==> src/hdl/cache_geom_pkg.sv <==
package cache_geom_pkg;

    // A 32-bit byte address splits into tag, set index and line offset.
    localparam int OFFSET_W = 5;     // Byte offset inside a 32-byte line.
    localparam int INDEX_W  = 4;     // Selects one of the sets.
    localparam int TAG_W    = 23;    // Remaining upper address bits.

    localparam int NUM_WAYS = 4;
    localparam int NUM_SETS = 16;

    localparam int LINE_W = 256;     // One full line as moved on the downstream port.

    localparam int WAY_W = 2;        // Encoded way number.
    localparam int LRU_W = 3;        // Tree pseudo-LRU bits for one set.

endpackage
==> src/hdl/plru.sv <==
module plru (
    input  logic                               clk,
    input  logic                               rst_n,
    input  logic [cache_geom_pkg::INDEX_W-1:0] rd_index,
    input  logic                               lru_update,
    input  logic [cache_geom_pkg::INDEX_W-1:0] wr_index,
    input  logic [cache_geom_pkg::WAY_W-1:0]   access_way,
    output logic [cache_geom_pkg::LRU_W-1:0]   lru
);

    logic [cache_geom_pkg::LRU_W-1:0] lru_q [cache_geom_pkg::NUM_SETS];
    logic [cache_geom_pkg::LRU_W-1:0] lru_new;

    // Point the tree away from the way just used.
    always_comb begin
        lru_new = lru_q[wr_index];
        if (!access_way[1]) begin
            lru_new[2] = 1'b1;
            lru_new[1] = !access_way[0];
        end else begin
            lru_new[2] = 1'b0;
            lru_new[0] = !access_way[0];
        end
        // A hit in the same set this cycle is passed straight through.
        lru = (lru_update && (wr_index == rd_index)) ? lru_new : lru_q[rd_index];
    end

    always_ff @(posedge clk) begin
        if (!rst_n) begin
            for (int s = 0; s < cache_geom_pkg::NUM_SETS; s++) begin
                lru_q[s] <= '0;
            end
        end else if (lru_update) begin
            lru_q[wr_index] <= lru_new;
        end
    end

endmodule

==> config.mk <==
export PLATFORM = sky130hd
export DESIGN_NAME = plru
export DESIGN_NICKNAME = d
export VERILOG_FILES = /design/src/hdl/cache_geom_pkg.sv /design/src/hdl/plru.sv
export SDC_FILE = /design/constraint.sdc
export NUM_CORES = 1
export LEC_CHECK = 0
export BUFFER_PORTS_ARGS = -buffer_cell sky130_fd_sc_hd__buf_4
export CAP_MARGIN = 25
export CORE_ASPECT_RATIO = 1.4
export CORE_UTILIZATION = 41
export DETAILED_ROUTE_END_ITERATION = 8
export HOLD_SLACK_MARGIN = 0.12
export SLEW_MARGIN = 20
export SYNTH_ARGS = -nofsm -noshare
export SYNTH_HDL_FRONTEND = slang
export SYNTH_SLANG_ARGS = --single-unit
==> constraint.sdc <==
create_clock -name clk -period 1.65 [get_ports clk]
set_input_delay 0.165 -clock clk [delete_from_list [all_inputs] [get_ports clk]]
set_output_delay 0.165 -clock clk [all_outputs]
set_load 0.005 [all_outputs]
After elaboration in Yosys (flattened, before gate mapping):

Memories as Yosys holds them, arrays and structs flattened.
Index checks and enable logic that the tools add are counted.

* memories: 1
* bits in writable memories: 48
* flip-flop bits (word level): 0

Memories
* lru_q: words 16, width 3, rd ports 2, clocked after memory_dff 0, write ports 16, line plru.sv:11 `logic [cache_geom_pkg::LRU_W-1:0] lru_q [cache_geom_pkg::NUM_SETS];`

* eq/ne operators: 1
* reduce and logical (&&, ||, !) cells: 3
* mux-type cells: 11

Operators by type and width (count)
* $mux W1: 8
* $mux W3: 2
* $eq A4 B4 Y1: 1
* $mux W4: 1
* $reduce_or A3 Y1: 1
* $logic_and A1 B1 Y1: 1
* $logic_not A1 Y1: 1

Longest topological paths before layout:

Gate-level depths: netlist of run 1.

* depth in word-level cells: 5
* gate-level depth with buffers: 6
* mapped depth without buffers: 4

Worst setup path after synthesis of run 1:

OpenSTA, ideal clock, no wires.

* path type: input port to flip-flop
* from: in wr_index[1] in the netlist's numbering
* to: mem lru_q[10][1] in the netlist's numbering (data pin)
* path slack: -0.130 ns
* arrival: 1.516 ns
* data required time: 1.385 ns
* stages on the path: 6
* buffers on the path: 2
* cells stage by stage: buf_6 -> buf_8 -> mux2_4 -> mux4_2 -> o221ai_4 -> nor2_1

RTL lines
* start, declared: line plru.sv:6 `input logic [cache_geom_pkg::INDEX_W-1:0] wr_index,`
* end, declared: line plru.sv:11

==> results.md, run 1 <==
Timing:
- The post-route fraction of the period consumed by the critical path is 1.318.
- Between clock sinks in the finished design, the worst skew comes to 0.009449 ns.
- The highest achievable clock rate is 459.8 MHz.
- The clock period minus worst slack is 2.175 ns.
- The max-slew violation total from the final report is 0.
- The final count of negative-setup-slack endpoints is 35.
- The aggregate negative setup slack is -8.273 ns.
- The final setup slack of the worst path is -0.5247 ns.
- The number of hold violations in the final report is 0.
- Setup repair after global routing could not meet its margin everywhere.
- The slew at the pin with the worst max-slew slack is 0.2725 ns.
- Measured against its own limit, the worst slew margin works out to 0.8169.

Cells and area:
- Registers take 0.001441 mm2.
- Fill cells in the final layout number 555.
- The register with the highest flop count is lru_q.
- Compared with the post-synthesis result, the final layout area differs by 23.77%.
- In the final layout, the registers with the most flip-flops are lru_q: 48 flops.
- The number of inserted diodes is 0.
- At the end of the flow the core is filled with cells to 0.5276.
- The number of flip-flops under the largest register name is 48.
- Of the cells placed in the final design, the portion with a size suffix greater than 1 is 0.4163.
- In the final design database the tool counted 270 nets.
- The area of combinational cells with multiple inputs is 0.001206 mm2.

Synthesis:
- Counting flops with an async set or reset pin after synthesis yields a share of 0.
- Synthesis instantiated 29 different standard cells from the library.
- Among all cell types in the netlist, the one instantiated most often is sky130_fd_sc_hd__nor2_1.
- The synthesized flop and latch total is 48.
- The count of warnings emitted by yosys is 0.
- In the post-synthesis netlist, the biggest area contributors are sky130_fd_sc_hd__edfxtp_1 54%, sky130_fd_sc_hd__mux4_2 15%, sky130_fd_sc_hd__nor2_1 7.1%.
- Counting every net in the synthesized netlist gives 220.
- The largest total area in the synthesized netlist belongs to sky130_fd_sc_hd__edfxtp_1.
- The prevailing post-synth register cell is sky130_fd_sc_hd__edfxtp_1.
- The number of instances in the synthesized netlist is 207.
- The cell area that synthesis handed to floorplanning was 0.002648 mm2.
- The number of enable flip-flop cells after synthesis is 48.
- The share of the synthesized area in the top cell type is 0.5444.
- The share of the Yosys chip area taken by registers is 0.5444.
- Ranked by instance count, the synthesized netlist is headed by 50 x sky130_fd_sc_hd__nor2_1, 48 x sky130_fd_sc_hd__edfxtp_1, 32 x sky130_fd_sc_hd__nand2_1.
- Dividing the synthesized area by the synthesized cell count gives 12.79 um2.

Status:
- The flow ran to the end, but the final reports show violations.
- The final reports fail on setup timing.

Clocking:
- The root buffer cell is sky130_fd_sc_hd__clkbuf_8.
- CTS saw 48 sinks.
- The buffer levels on the longest clock path is 2.
- TritonCTS built the clock tree.
- The TritonCTS buffer count is 5.
- The maximum level of the CTS H-tree is 2.
- The clock transition at the registers of the reported paths is 0.09 ns.
- The clock latency on the worst-skew pair is 0.30 ns.

Flow run:
- Across the run, the number of max-cap violations was 0.

Worst setup path:
- The number of cells on the worst reg-to-reg path is 6.
- In this run the critical register-to-register path is launched from lru_q[1][1]$_SDFFCE_PN0P_.
- The data arrival time at the worst-slack endpoint is 2.01 ns.
- The delay of the slowest critical-path stage is 0.51 ns.
- The largest individual stage delay along the critical path comes from the cell sky130_fd_sc_hd__mux4_2.
- Of all nets on the critical path, the largest fanout is 2.
- In this design, the largest share of critical-path delay is due to multiplexers.
- Traced cell by cell, the critical path runs through mux2_4 -> mux4_2 -> o221ai_4 -> mux2i_1 -> buf_4.
- The count of buffering cells on the critical path with inverters included is 1.
- The critical path in this run is classified as flip-flop to output pin.
- The kind of launch point of the worst setup path is a flip-flop.
- The worst reg2reg path endpoint is lru_q[11][1]$_SDFFCE_PN0P_.
- The setup slack of the worst register-to-register path is -0.34 ns.
- STA puts the critical path data required time at 1.48 ns.
- The worst setup path is captured at an output pin.

Routing:
- The first detailed-routing pass ran for 4 iterations.
- The final layout contains routed wiring with a total length of 6396 um.
- The initial DRC count is 95.
- In the final routed layout, each cell accounts on average for 19.44 um.
- The total via count after detailed routing is 1869.
- The count of nets left with antenna violations after detail routing is 0.
- The detail-routed via count per cell is 5.681.
- After detailed routing, the number of remaining DRC violations is 0.

Power and ir drop:
- The internal power component is 1940 uW.
- Of the total power, registers draw 0.556.
- The static power due to leakage is 0.001258 uW.
- The largest voltage drop on the vdd net is 0.3899 mV.
- The share of total power dissipated in combinational logic is 0.190.
- The net switching power figure is 624.2 uW.
- Of the total power, the share spent switching nets is 0.2434.
- The share of total power dissipated in the clock network is 0.254.
- The total power density per cell area is 782.6 mW/mm2.

Floorplanning:
- The starting density of the core is 0.4263.
- The die is 97.08 um tall.
- The region available for standard cell placement spans 0.006211 mm2.
- During I/O placement, the number of pins put on the boundary was 16.
- In this run the core area contains 34 standard-cell rows.
- The die is 69.92 um wide.
- The die area is 0.006787 mm2.

Worst hold path:
- The terminating pin of the worst hold path is lru_q[15][2]$_SDFFCE_PN0P_.
- The path category of the worst min-delay check is input port to flip-flop.
- In this run the most critical hold path is launched from access_way[1].
- The number of cells traversed by the worst hold path is 2.

Placement:
- The final weighted congestion in routability-driven placement is 0.7991.
- In this run the tool buffered the top-level ports with 15 buffer cells.
- The HPWL after detailed placement is 4865 um.

Global route:
- The maximum number of pins on one net before global-route repair is 14.
- The first global-routing pass estimated 10280 um of wire.
- For this run, the total global-route usage over all layers was measured as 0.2014.
- The via count of the first global-routing pass is 1996.
- Summed over all layers, the global routing overflow is 0.
- The initial antenna violation count came to 0.
[cells by family after synthesis]
logic type | synth area share
AND/OR/NAND/NOR | 0.1578
flip-flops | 0.5444
multiplexers | 0.2259
buffers and inverters | 0.02505
AO/OA/AOI/OAI | 0.03355
XOR/XNOR | 0.01323
[area by class of cell]
class                   instances  share of cell area
clock inverters                 1            0.001527
multi-input cells             147              0.3681
flip-flops and latches         48              0.4399
well taps                      72             0.02749
repair buffers                 55              0.1409
clock buffers                   6             0.02215
[worst max-delay path by stage]
| stage | from | endpoint | slack [ns] | depth (start not counted) |
|---|---|---|---|---|
| 6_report | lru_q[1][1]$_SDFFCE_PN0P_ | lru[1] | -0.52 | 5 |
| 5_1_grt | lru_q[6][0]$_SDFFCE_PN0P_ | lru[0] | -0.58 | 5 |
| 4_1_cts | lru_q[6][0]$_SDFFCE_PN0P_ | lru[0] | -0.51 | 5 |
| 3_5_place_dp | wr_index[1] | lru_q[13][1]$_SDFFCE_PN0P_ | -0.32 | 7 |
| 3_3_place_gp | wr_index[1] | lru_q[11][1]$_SDFFCE_PN0P_ | -0.31 | 7 |
| 2_1_floorplan | lru_q[7][1]$_SDFFCE_PN0P_ | lru_q[10][1]$_SDFFCE_PN0P_ | -0.08 | 4 |
[cell usage in the layout, fill, tap and decap left out]
cell type                  netlist  final
sky130_fd_sc_hd__o31ai_1         2      2
sky130_fd_sc_hd__nand2b_1        3      3
sky130_fd_sc_hd__nand3_1         5      5
sky130_fd_sc_hd__mux2i_1         5      4
sky130_fd_sc_hd__and2_4          0      1
sky130_fd_sc_hd__mux2i_2         0      1
sky130_fd_sc_hd__and4_1          1      1
sky130_fd_sc_hd__clkbuf_8        0      5
sky130_fd_sc_hd__nor3b_1         2      2
sky130_fd_sc_hd__xnor2_1         4      4
sky130_fd_sc_hd__clkbuf_1        6      1
sky130_fd_sc_hd__nor2b_1         3      3
sky130_fd_sc_hd__o21ai_0         2      1
sky130_fd_sc_hd__buf_6           1      3
sky130_fd_sc_hd__mux2_2          9      7
sky130_fd_sc_hd__nor2_2          0      8
sky130_fd_sc_hd__o221ai_2        1      1
sky130_fd_sc_hd__o221ai_4        1      2
sky130_fd_sc_hd__buf_4           0     49
sky130_fd_sc_hd__mux4_2         18     19
sky130_fd_sc_hd__clkinv_2        0      1
sky130_fd_sc_hd__nor2_1         50     42
sky130_fd_sc_hd__buf_12          0      3
sky130_fd_sc_hd__o21ai_4         0      2
sky130_fd_sc_hd__o21ai_1         1      1
sky130_fd_sc_hd__nand2_1        32     32
sky130_fd_sc_hd__edfxtp_1       48     48
sky130_fd_sc_hd__mux2_4          1      3
sky130_fd_sc_hd__or2_2           2      2
sky130_fd_sc_hd__nor3_1          1      1
[per-stage QoR]
| step | cell area, um2 | cells | worst slack [ns] | power, uW | hold slack (ns) |
|---|---|---|---|---|---|
| floorplan | 2668 | 207 | -0.08220 | 1698 | 0.5088 |
| global placement | 3114 | 319 | -0.3052 | 1902 | 0.5319 |
| detailed placement | 3114 | 319 | -0.3203 | 1906 | 0.5352 |
| CTS | 3242 | 329 | -0.5141 | 2564 | 0.2319 |
| global route | 3277 | 329 | -0.5840 | 2656 | 0.2336 |
| finish | 3277 | 329 | -0.5247 | 2565 | 0.2446 |
[per-layer routing]
layer | track usage | up-vias | wire length [um]
li1 | - | 864 | -
met1 | 0.2423 | 922 | 2460
met2 | 0.3425 | 63 | 3311
met3 | 0.02593 | 20 | 297
met4 | 0.1169 | 0 | 327
met5 | 0 | - | 0
[worst reg2reg max path: cells and delay by family (launching register included)]
kind | cells | cell delay (ns)
compound gates | 1 | 0.22
buf+inv | 2 | 0.25
flops | 1 | 0.43
mux | 2 | 0.80
simple gates | 1 | 0.04
[power groups by stage]
stage	registers, uW	clock network [uW]	logic [uW]
after global placement	1450	0	448
final	1420	653	487
after floorplan	1430	0	264
after detailed placement	1450	0	452
after CTS	1430	662	477
after global routing	1430	703	522
[timing repair]
item,in CTS,in global routing
hold buffers,0,0
buffers inserted,3,0
pin swaps,6,2
endpoints found under the hold margin,0,0
endpoints found under the setup margin,35,35
gates cloned,0,0
resized for setup,8,12
Power figures use the tool's default switching activity.
==> inputs of run 2 (changes only) <==
- CORE_MARGIN: unset -> 2
- CTS_BUF_LIST: unset -> sky130_fd_sc_hd__clkbuf_4 sky130_fd_sc_hd__clkbuf_8
- SLEW_MARGIN: 20 -> unset
==> results.md, run 2 (same netlist as run 1, synthesis figures left out) <==
Routing:
- The post-detailed-routing wire length is 6501 um.
- The count of nets left with antenna violations after detail routing is 0.
- The routed layout has 1877 vias.
- The pre-antenna-repair detailed-routing pass consisted of 4 iterations.
- The detail-routed via count per cell is 5.521.
- The post-detailed-route wirelength per cell is 19.12 um.
- The DRC violations left is 0.
- In this run, the number of DRC markers left after iteration 0 of detailed routing was 101.

Floorplanning:
- The initial utilization of the core area, before any placement, comes to 0.4263.
- The I/O pin count is 16.
- Measured along the x axis, the die boundary spans 71.92 um.
- The floorplan die height is 99.08 um.
- The area of the core region is 0.006211 mm2.
- The floorplan has 34 rows.
- The die area is 0.007125 mm2.

Power and ir drop:
- The fraction of power consumed by sequential logic is 0.522.
- The largest voltage drop on the vdd net is 0.3333 mV.
- Of the total power, the clock network draws 0.296.
- The share of total power dissipated in combinational logic is 0.182.
- For this design the total switching power over the nets is 628.2 uW.
- The switching share of power is 0.2304.
- The total power density per cell area is 809.2 mW/mm2.
- The static power due to leakage is 0.001309 uW.
- Internal power comes to 2099 uW.

Global route:
- The wire length of the first global-routing pass is 10010 um.
- The leftover overflow at the end of global routing is 0.
- The global routing met3 resource utilization is 0.02965.
- Entering global routing, the biggest net connects 15 pins.
- The busiest layer in global routing is met2.
- In the global route stage, overall resource usage came out at 0.1943.
- The initial antenna violation count is 0.
- For met1 alone, demand over resource in global routing was 0.2286.
- The met2 routing resource usage after global routing is 0.3397.
- The via count of the first global-routing pass was 1942.

Placement:
- In this run, placement finished with an instance count of 328.
- The worst slack at placement is -0.2915 ns.
- In this run the tool buffered the top-level ports with 15 buffer cells.
- The final weighted congestion in routability-driven placement is 0.8787.
- The HPWL after detailed placement is 5034 um.

Timing:
- The worst pin sits at a relative slew slack of 0.7081.
- On the final layout, the worst clock skew is 0.007868 ns.
- Dividing the final minimum period by the clock period gives 1.300.
- The number of hold violations in the final report came to 0.
- Setup repair after global routing could not meet its margin everywhere.
- The slew at the pin with the worst max-slew slack is 0.4369 ns.
- Based on the critical path, the design can be clocked at up to 466.1 MHz.
- The max-slew violation total from the final report is 0.
- The clock period minus worst slack is 2.145 ns.
- The aggregate negative setup slack is -9.762 ns.
- Setup violations remaining at the end of the flow were counted as 27.
- After layout, the worst setup slack is -0.4953 ns.

Worst setup path:
- The worst flop-to-flop path startpoint is lru_q[5][1]$_SDFFCE_PN0P_.
- STA puts the critical path data arrival time at 1.98 ns.
- The worst setup path is launched from a flip-flop.
- The highest-delay cell along the critical path is sky130_fd_sc_hd__mux4_2.
- The setup slack of the worst register-to-register path is -0.44 ns.
- The worst setup path is captured at an output pin.
- Among the stages of the critical path, the cell type that occurs most often is sky130_fd_sc_hd__mux4_2.
- The delay of the slowest critical-path stage is 0.49 ns.
- The worst setup path category is flip-flop to output pin.
- The count of buffering cells on the critical path with inverters included is 1.
- The signal on the critical path passes through mux4_2 -> mux4_2 -> o21ai_2 -> o31ai_1 -> buf_4.
- On the critical path the largest part of the delay comes from multiplexers.
- The most critical setup path has its startpoint at lru_q[5][0]$_SDFFCE_PN0P_.
- The highest net fanout along the worst path is 2.
- At the worst endpoint, the required time is 1.48 ns.

Cells and area:
- Leaving out fill and tap cells, the most frequent cell in the layout is sky130_fd_sc_hd__buf_4.
- The ratio of cells with drive above 1 in the final layout is 0.4291.
- The register with the highest flop count is lru_q.
- The final design utilization is 0.5425.
- The relative area change from synthesis to final layout is 27.27%.
- After filler insertion, the fill cell instance count of the layout stands at 520.
- The register with the most flip-flops in the layout has 48 of them.
- The repair_antennas step left the layout with diodes totalling 0.
- In the final layout, flip-flops and latches occupy 0.001441 mm2.
- The area of combinational cells with multiple inputs is 0.001207 mm2.
- For this run, the number of standard cells in the final layout without fillers is 340.
- The library cells used most frequently in the layout, excluding fill and tap cells, are 61 x sky130_fd_sc_hd__buf_4, 48 x sky130_fd_sc_hd__edfxtp_1, 45 x sky130_fd_sc_hd__nor2_1, 32 x sky130_fd_sc_hd__nand2_1, 19 x sky130_fd_sc_hd__mux4_2.
- In the final layout, the registers with the most flip-flops are lru_q: 48 flops.
- The total number of nets in the final design is 280.

Clocking:
- After clock tree synthesis, the clock-pin slew on the worst setup and hold paths is 0.08 ns.
- Counting every sink on the clock net gives 48.
- The clock tree from TritonCTS is built.
- The H-tree was split into 2 levels.
- The TritonCTS buffer count is 5.
- The clock latency on the worst-skew pair is 0.30 ns.
- In this run the deepest clock path goes through 2 buffers.
- The root buffer cell is sky130_fd_sc_hd__clkbuf_8.

Worst hold path:
- The startpoint of the lowest-slack hold path is access_way[1].
- The path category of the worst min-delay check is input port to flip-flop.

Status:
- The final reports fail on setup timing.
- The flow ran to the end, but the final reports show violations.

Flow run:
- The tool flagged a number of max-cap violations equal to 0.
[run 2: metrics by stage]
step / power (uW) / hold slack, ns / cell area (um2)
4_1_cts: 2713 / 0.2537 / 3312
3_5_place_dp: 1911 / 0.5621 / 3182
6_report: 2727 / 0.2593 / 3369
5_1_grt: 2820 / 0.2616 / 3369
3_3_place_gp: 1906 / 0.5613 / 3182
2_1_floorplan: 1698 / 0.5088 / 2668
[run 2: area by class of cell]
| class | instances | area share |
|---|---|---|
| clock buffer | 5 | 0.02042 |
| clock inverter | 3 | 0.01114 |
| multi-input combinational | 147 | 0.3583 |
| sequential | 48 | 0.4278 |
| tap | 72 | 0.02674 |
| timing repair buffer | 65 | 0.1556 |
[run 2: repair_timing]
action                     CTS  global route
resized for setup           13             8
hold buffers                 0             0
buffers inserted             2             3
hold endpoints to repair     0             0
setup endpoints to repair   35            35
pin swaps                   14             1
[run 2: worst paths after layout]
check	cells past startpoint	to
worst min-delay path	2	lru_q[9][2]$_SDFFCE_PN0P_
worst max-delay path	5	lru[0]
worst max register to register	7	lru_q[7][1]$_SDFFCE_PN0P_
worst min register to register	5	lru_q[15][0]$_SDFFCE_PN0P_
[run 2: power groups by stage]
stage,combinational [uW],sequential (uW),clock [uW]
floorplan,264,1430,0
global placement,452,1450,0
detailed placement,458,1450,0
CTS,469,1420,820
global route,529,1430,862
finish,495,1420,807
[run 2: metal layers]
| layer | share of wire | routed length (um) |
|---|---|---|
| met5 | 0 | 0 |
| met4 | 0.040 | 260 |
| met3 | 0.054 | 348 |
| met1 | 0.38 | 2439 |
| met2 | 0.53 | 3452 |
==> inputs of run 3 (changes only) <==
- CORE_UTILIZATION: 41 -> 55
- CTS_BUF_LIST: sky130_fd_sc_hd__clkbuf_4 sky130_fd_sc_hd__clkbuf_8 -> unset
- PLACE_DENSITY: unset -> 0.73
- clock period: 1.65 -> 2.8 ns (I/O delays scaled with it)
==> results.md, run 3 (same netlist as run 1, synthesis figures left out) <==
Power and ir drop:
- The largest voltage drop on the vdd net is 0.3642 mV.
- The share of total power dissipated in the clock network is 0.267.
- The net switching power figure is 337.0 uW.
- In this run the power density over the cells is 500.8 mW/mm2.
- In this run the static leakage power is 0.001053 uW.
- The fraction of power consumed by sequential logic is 0.586.
- Of the total power, the share spent switching nets is 0.2354.
- The share of total power dissipated in combinational logic is 0.148.
- The internal power component is 1095 uW.

Cells and area:
- The register with the most flip-flops in the layout has 48 of them.
- The most common library cell in the layout ignoring fill and taps is sky130_fd_sc_hd__nor2_1.
- Leaving out fill and tap cells, the most frequent cells in the layout are 50 x sky130_fd_sc_hd__nor2_1, 48 x sky130_fd_sc_hd__edfxtp_1, 32 x sky130_fd_sc_hd__nand2_1, 18 x sky130_fd_sc_hd__mux4_2, 16 x sky130_fd_sc_hd__buf_4.
- The relative area change from synthesis to final layout is 7.987%.
- At the end of the flow the core is filled with cells to 0.6253.
- In the final layout, the registers with the most flip-flops are lru_q: 48 flops.
- Of the cells placed in the final design, the portion with a size suffix greater than 1 is 0.2466.
- Ranked by flip-flop count, first place goes to lru_q.
- The number of antenna diodes in the final layout is 0.
- The total number of nets in the final design is 231.
- The final design instance area without fill is 0.002859 mm2.
- After the flow finishes, the layout carries non-filler instances totaling 281.
- Fill cells in the final layout number 374.

Floorplanning:
- The starting density of the core is 0.5791.
- The area of the core region is 0.004572 mm2.
- The floorplan die height is 86.09 um.
- The placement row count is 29.
- The floorplan step set the die width to 62.64 um.
- The die area is 0.005392 mm2.
- The I/O pin count is 16.

Worst setup path:
- The data arrival time at the worst-slack endpoint is 2.18 ns.
- The worst register-to-register path begins at lru_q[13][0]$_SDFFCE_PN0P_.
- The worst setup path is of the flip-flop to output pin kind.
- The startpoint of the most critical setup path is lru_q[2][1]$_SDFFCE_PN0P_.
- At the worst endpoint, the required time is 2.52 ns.
- The highest net fanout along the worst path is 9.
- The setup slack of the worst register-to-register path is 0.72 ns.
- STA classifies the critical path endpoint as an output pin.
- STA classifies the critical path startpoint as a flip-flop.

Placement:
- The area after detailed placement is 0.002779 mm2.
- The HPWL after detailed placement is 4282 um.
- The number of I/O port buffers is 15.
- At the end of routability-driven placement, the weighted congestion stood at 0.8653.
- The number of instances in the placed design is 273.

Clocking:
- The total clock sinks is 48.
- For the worst-skew pair, the clock arrives at the later sink with an insertion delay of 0.29 ns.
- After clock tree synthesis, the clock-pin slew on the worst setup and hold paths is 0.08 ns.
- The maximum level of the CTS H-tree is 2.
- TritonCTS built the clock tree.
- Post-CTS repair changed the size of 0 cells.
- Post-CTS timing repair inserted 0 buffers for setup.
- In this run the clock root is driven by a sky130_fd_sc_hd__clkbuf_8.
- TritonCTS created 5 clock buffers.
- The buffer levels on the longest clock path is 2.
- Buffers inserted to repair hold after CTS numbered 0.

Global route:
- The total routing usage reported by global routing is 0.2312.
- The wire length of the first global-routing pass is 9121 um.
- The via count of the first global-routing pass is 1767.
- After global routing the overflow that remains totals 0.
- Entering global routing, the biggest net connects 24 pins.
- The initial antenna violation count is 0.

Routing:
- The detail route stage leaves a number of antenna-violating nets equal to 0.
- The total via count after detailed routing is 1720.
- For this block, the initial DRC count from the detailed router was 164.
- In the final routed layout, each cell accounts on average for 20.00 um.
- The pre-antenna-repair detailed-routing pass consisted of 4 iterations.
- The DRC violations left is 0.
- After detailed routing, the total wire length is 5620 um.
- In the routed layout, each cell is associated on average with a via count of 6.121.

Timing:
- The post-route clock skew is 0.004728 ns.
- The max-slew violation total from the final report is 0.
- The slew at the pin with the worst max-slew slack is 0.7658 ns.
- Across all hold checks on the routed design, the worst slack comes to 0.4257 ns.
- The clock period minus worst slack is 2.457 ns.
- Measured against its own limit, the worst slew margin works out to 0.4884.
- Setup violations remaining at the end of the flow were counted as 0.
- Setup repair after global routing left no endpoint under its margin.
- The aggregate negative setup slack is 0 ns.
- The highest achievable clock rate is 407.1 MHz.
- Of the available clock period, the critical path in the final layout requires 0.8773.
- The number of hold violations in the final report is 0.

Status:
- The flow ran to the end, and the final reports show no timing, DRC or antenna violations.

Worst hold path:
- The startpoint of the lowest-slack hold path is access_way[1].
- The worst hold path belongs to the class input port to flip-flop.

Flow run:
- The count of maximum capacitance violations is 0.
run 3: per-stage QoR:
stage	total power, uW	setup WS [ns]
4_1_cts	1430	0.3512
3_3_place_gp	1058	0.5324
2_1_floorplan	995.7	0.8249
3_5_place_dp	1067	0.4966
6_report	1432	0.3434
5_1_grt	1475	0.2813
run 3: power groups by stage:
stage	combinational [uW]	sequential, uW	clock [uW]
3_5_place_dp	211	856	0
4_1_cts	211	839	379
3_3_place_gp	204	855	0
2_1_floorplan	151	845	0
5_1_grt	227	843	405
6_report	211	839	382
run 3: cell type report:
class                   instances  area [um2]  area share
repair buffers                 16       120.1     0.04201
well taps                      62       77.57     0.02713
clock buffers                   7       76.32     0.02670
clock inverters                 1       3.754    0.001313
multi-input cells             147        1140      0.3987
flip-flops and latches         48        1441      0.5042
run 3: routing by layer:
metal / vias up / wire length [um] / GRT usage / share of wire
li1: 785 / - / - / -
met3: 16 / 361 / 0.03806 / 0.064
met2: 63 / 3012 / 0.4164 / 0.54
met4: 0 / 199 / 0.1232 / 0.035
met5: - / 0 / 0 / 0
met1: 856 / 2046 / 0.2632 / 0.36
run 3: worst max-delay path: stages (launching register included):
cell	delay [ns]
sky130_fd_sc_hd__edfxtp_1	0.44
sky130_fd_sc_hd__mux2_2	0.29
sky130_fd_sc_hd__mux4_2	0.51
sky130_fd_sc_hd__o221ai_4	0.36
sky130_fd_sc_hd__mux2i_1	0.13
sky130_fd_sc_hd__buf_4	0.15
run 3: path summary, 6_finish.rpt:
path,cells past startpoint,end
hold / removal,2,lru_q[5][2]$_SDFFCE_PN0P_
setup / recovery,5,lru[1]
setup reg to reg,4,lru_q[8][0]$_SDFFCE_PN0P_
hold reg to reg,4,lru_q[13][1]$_SDFFCE_PN0P_
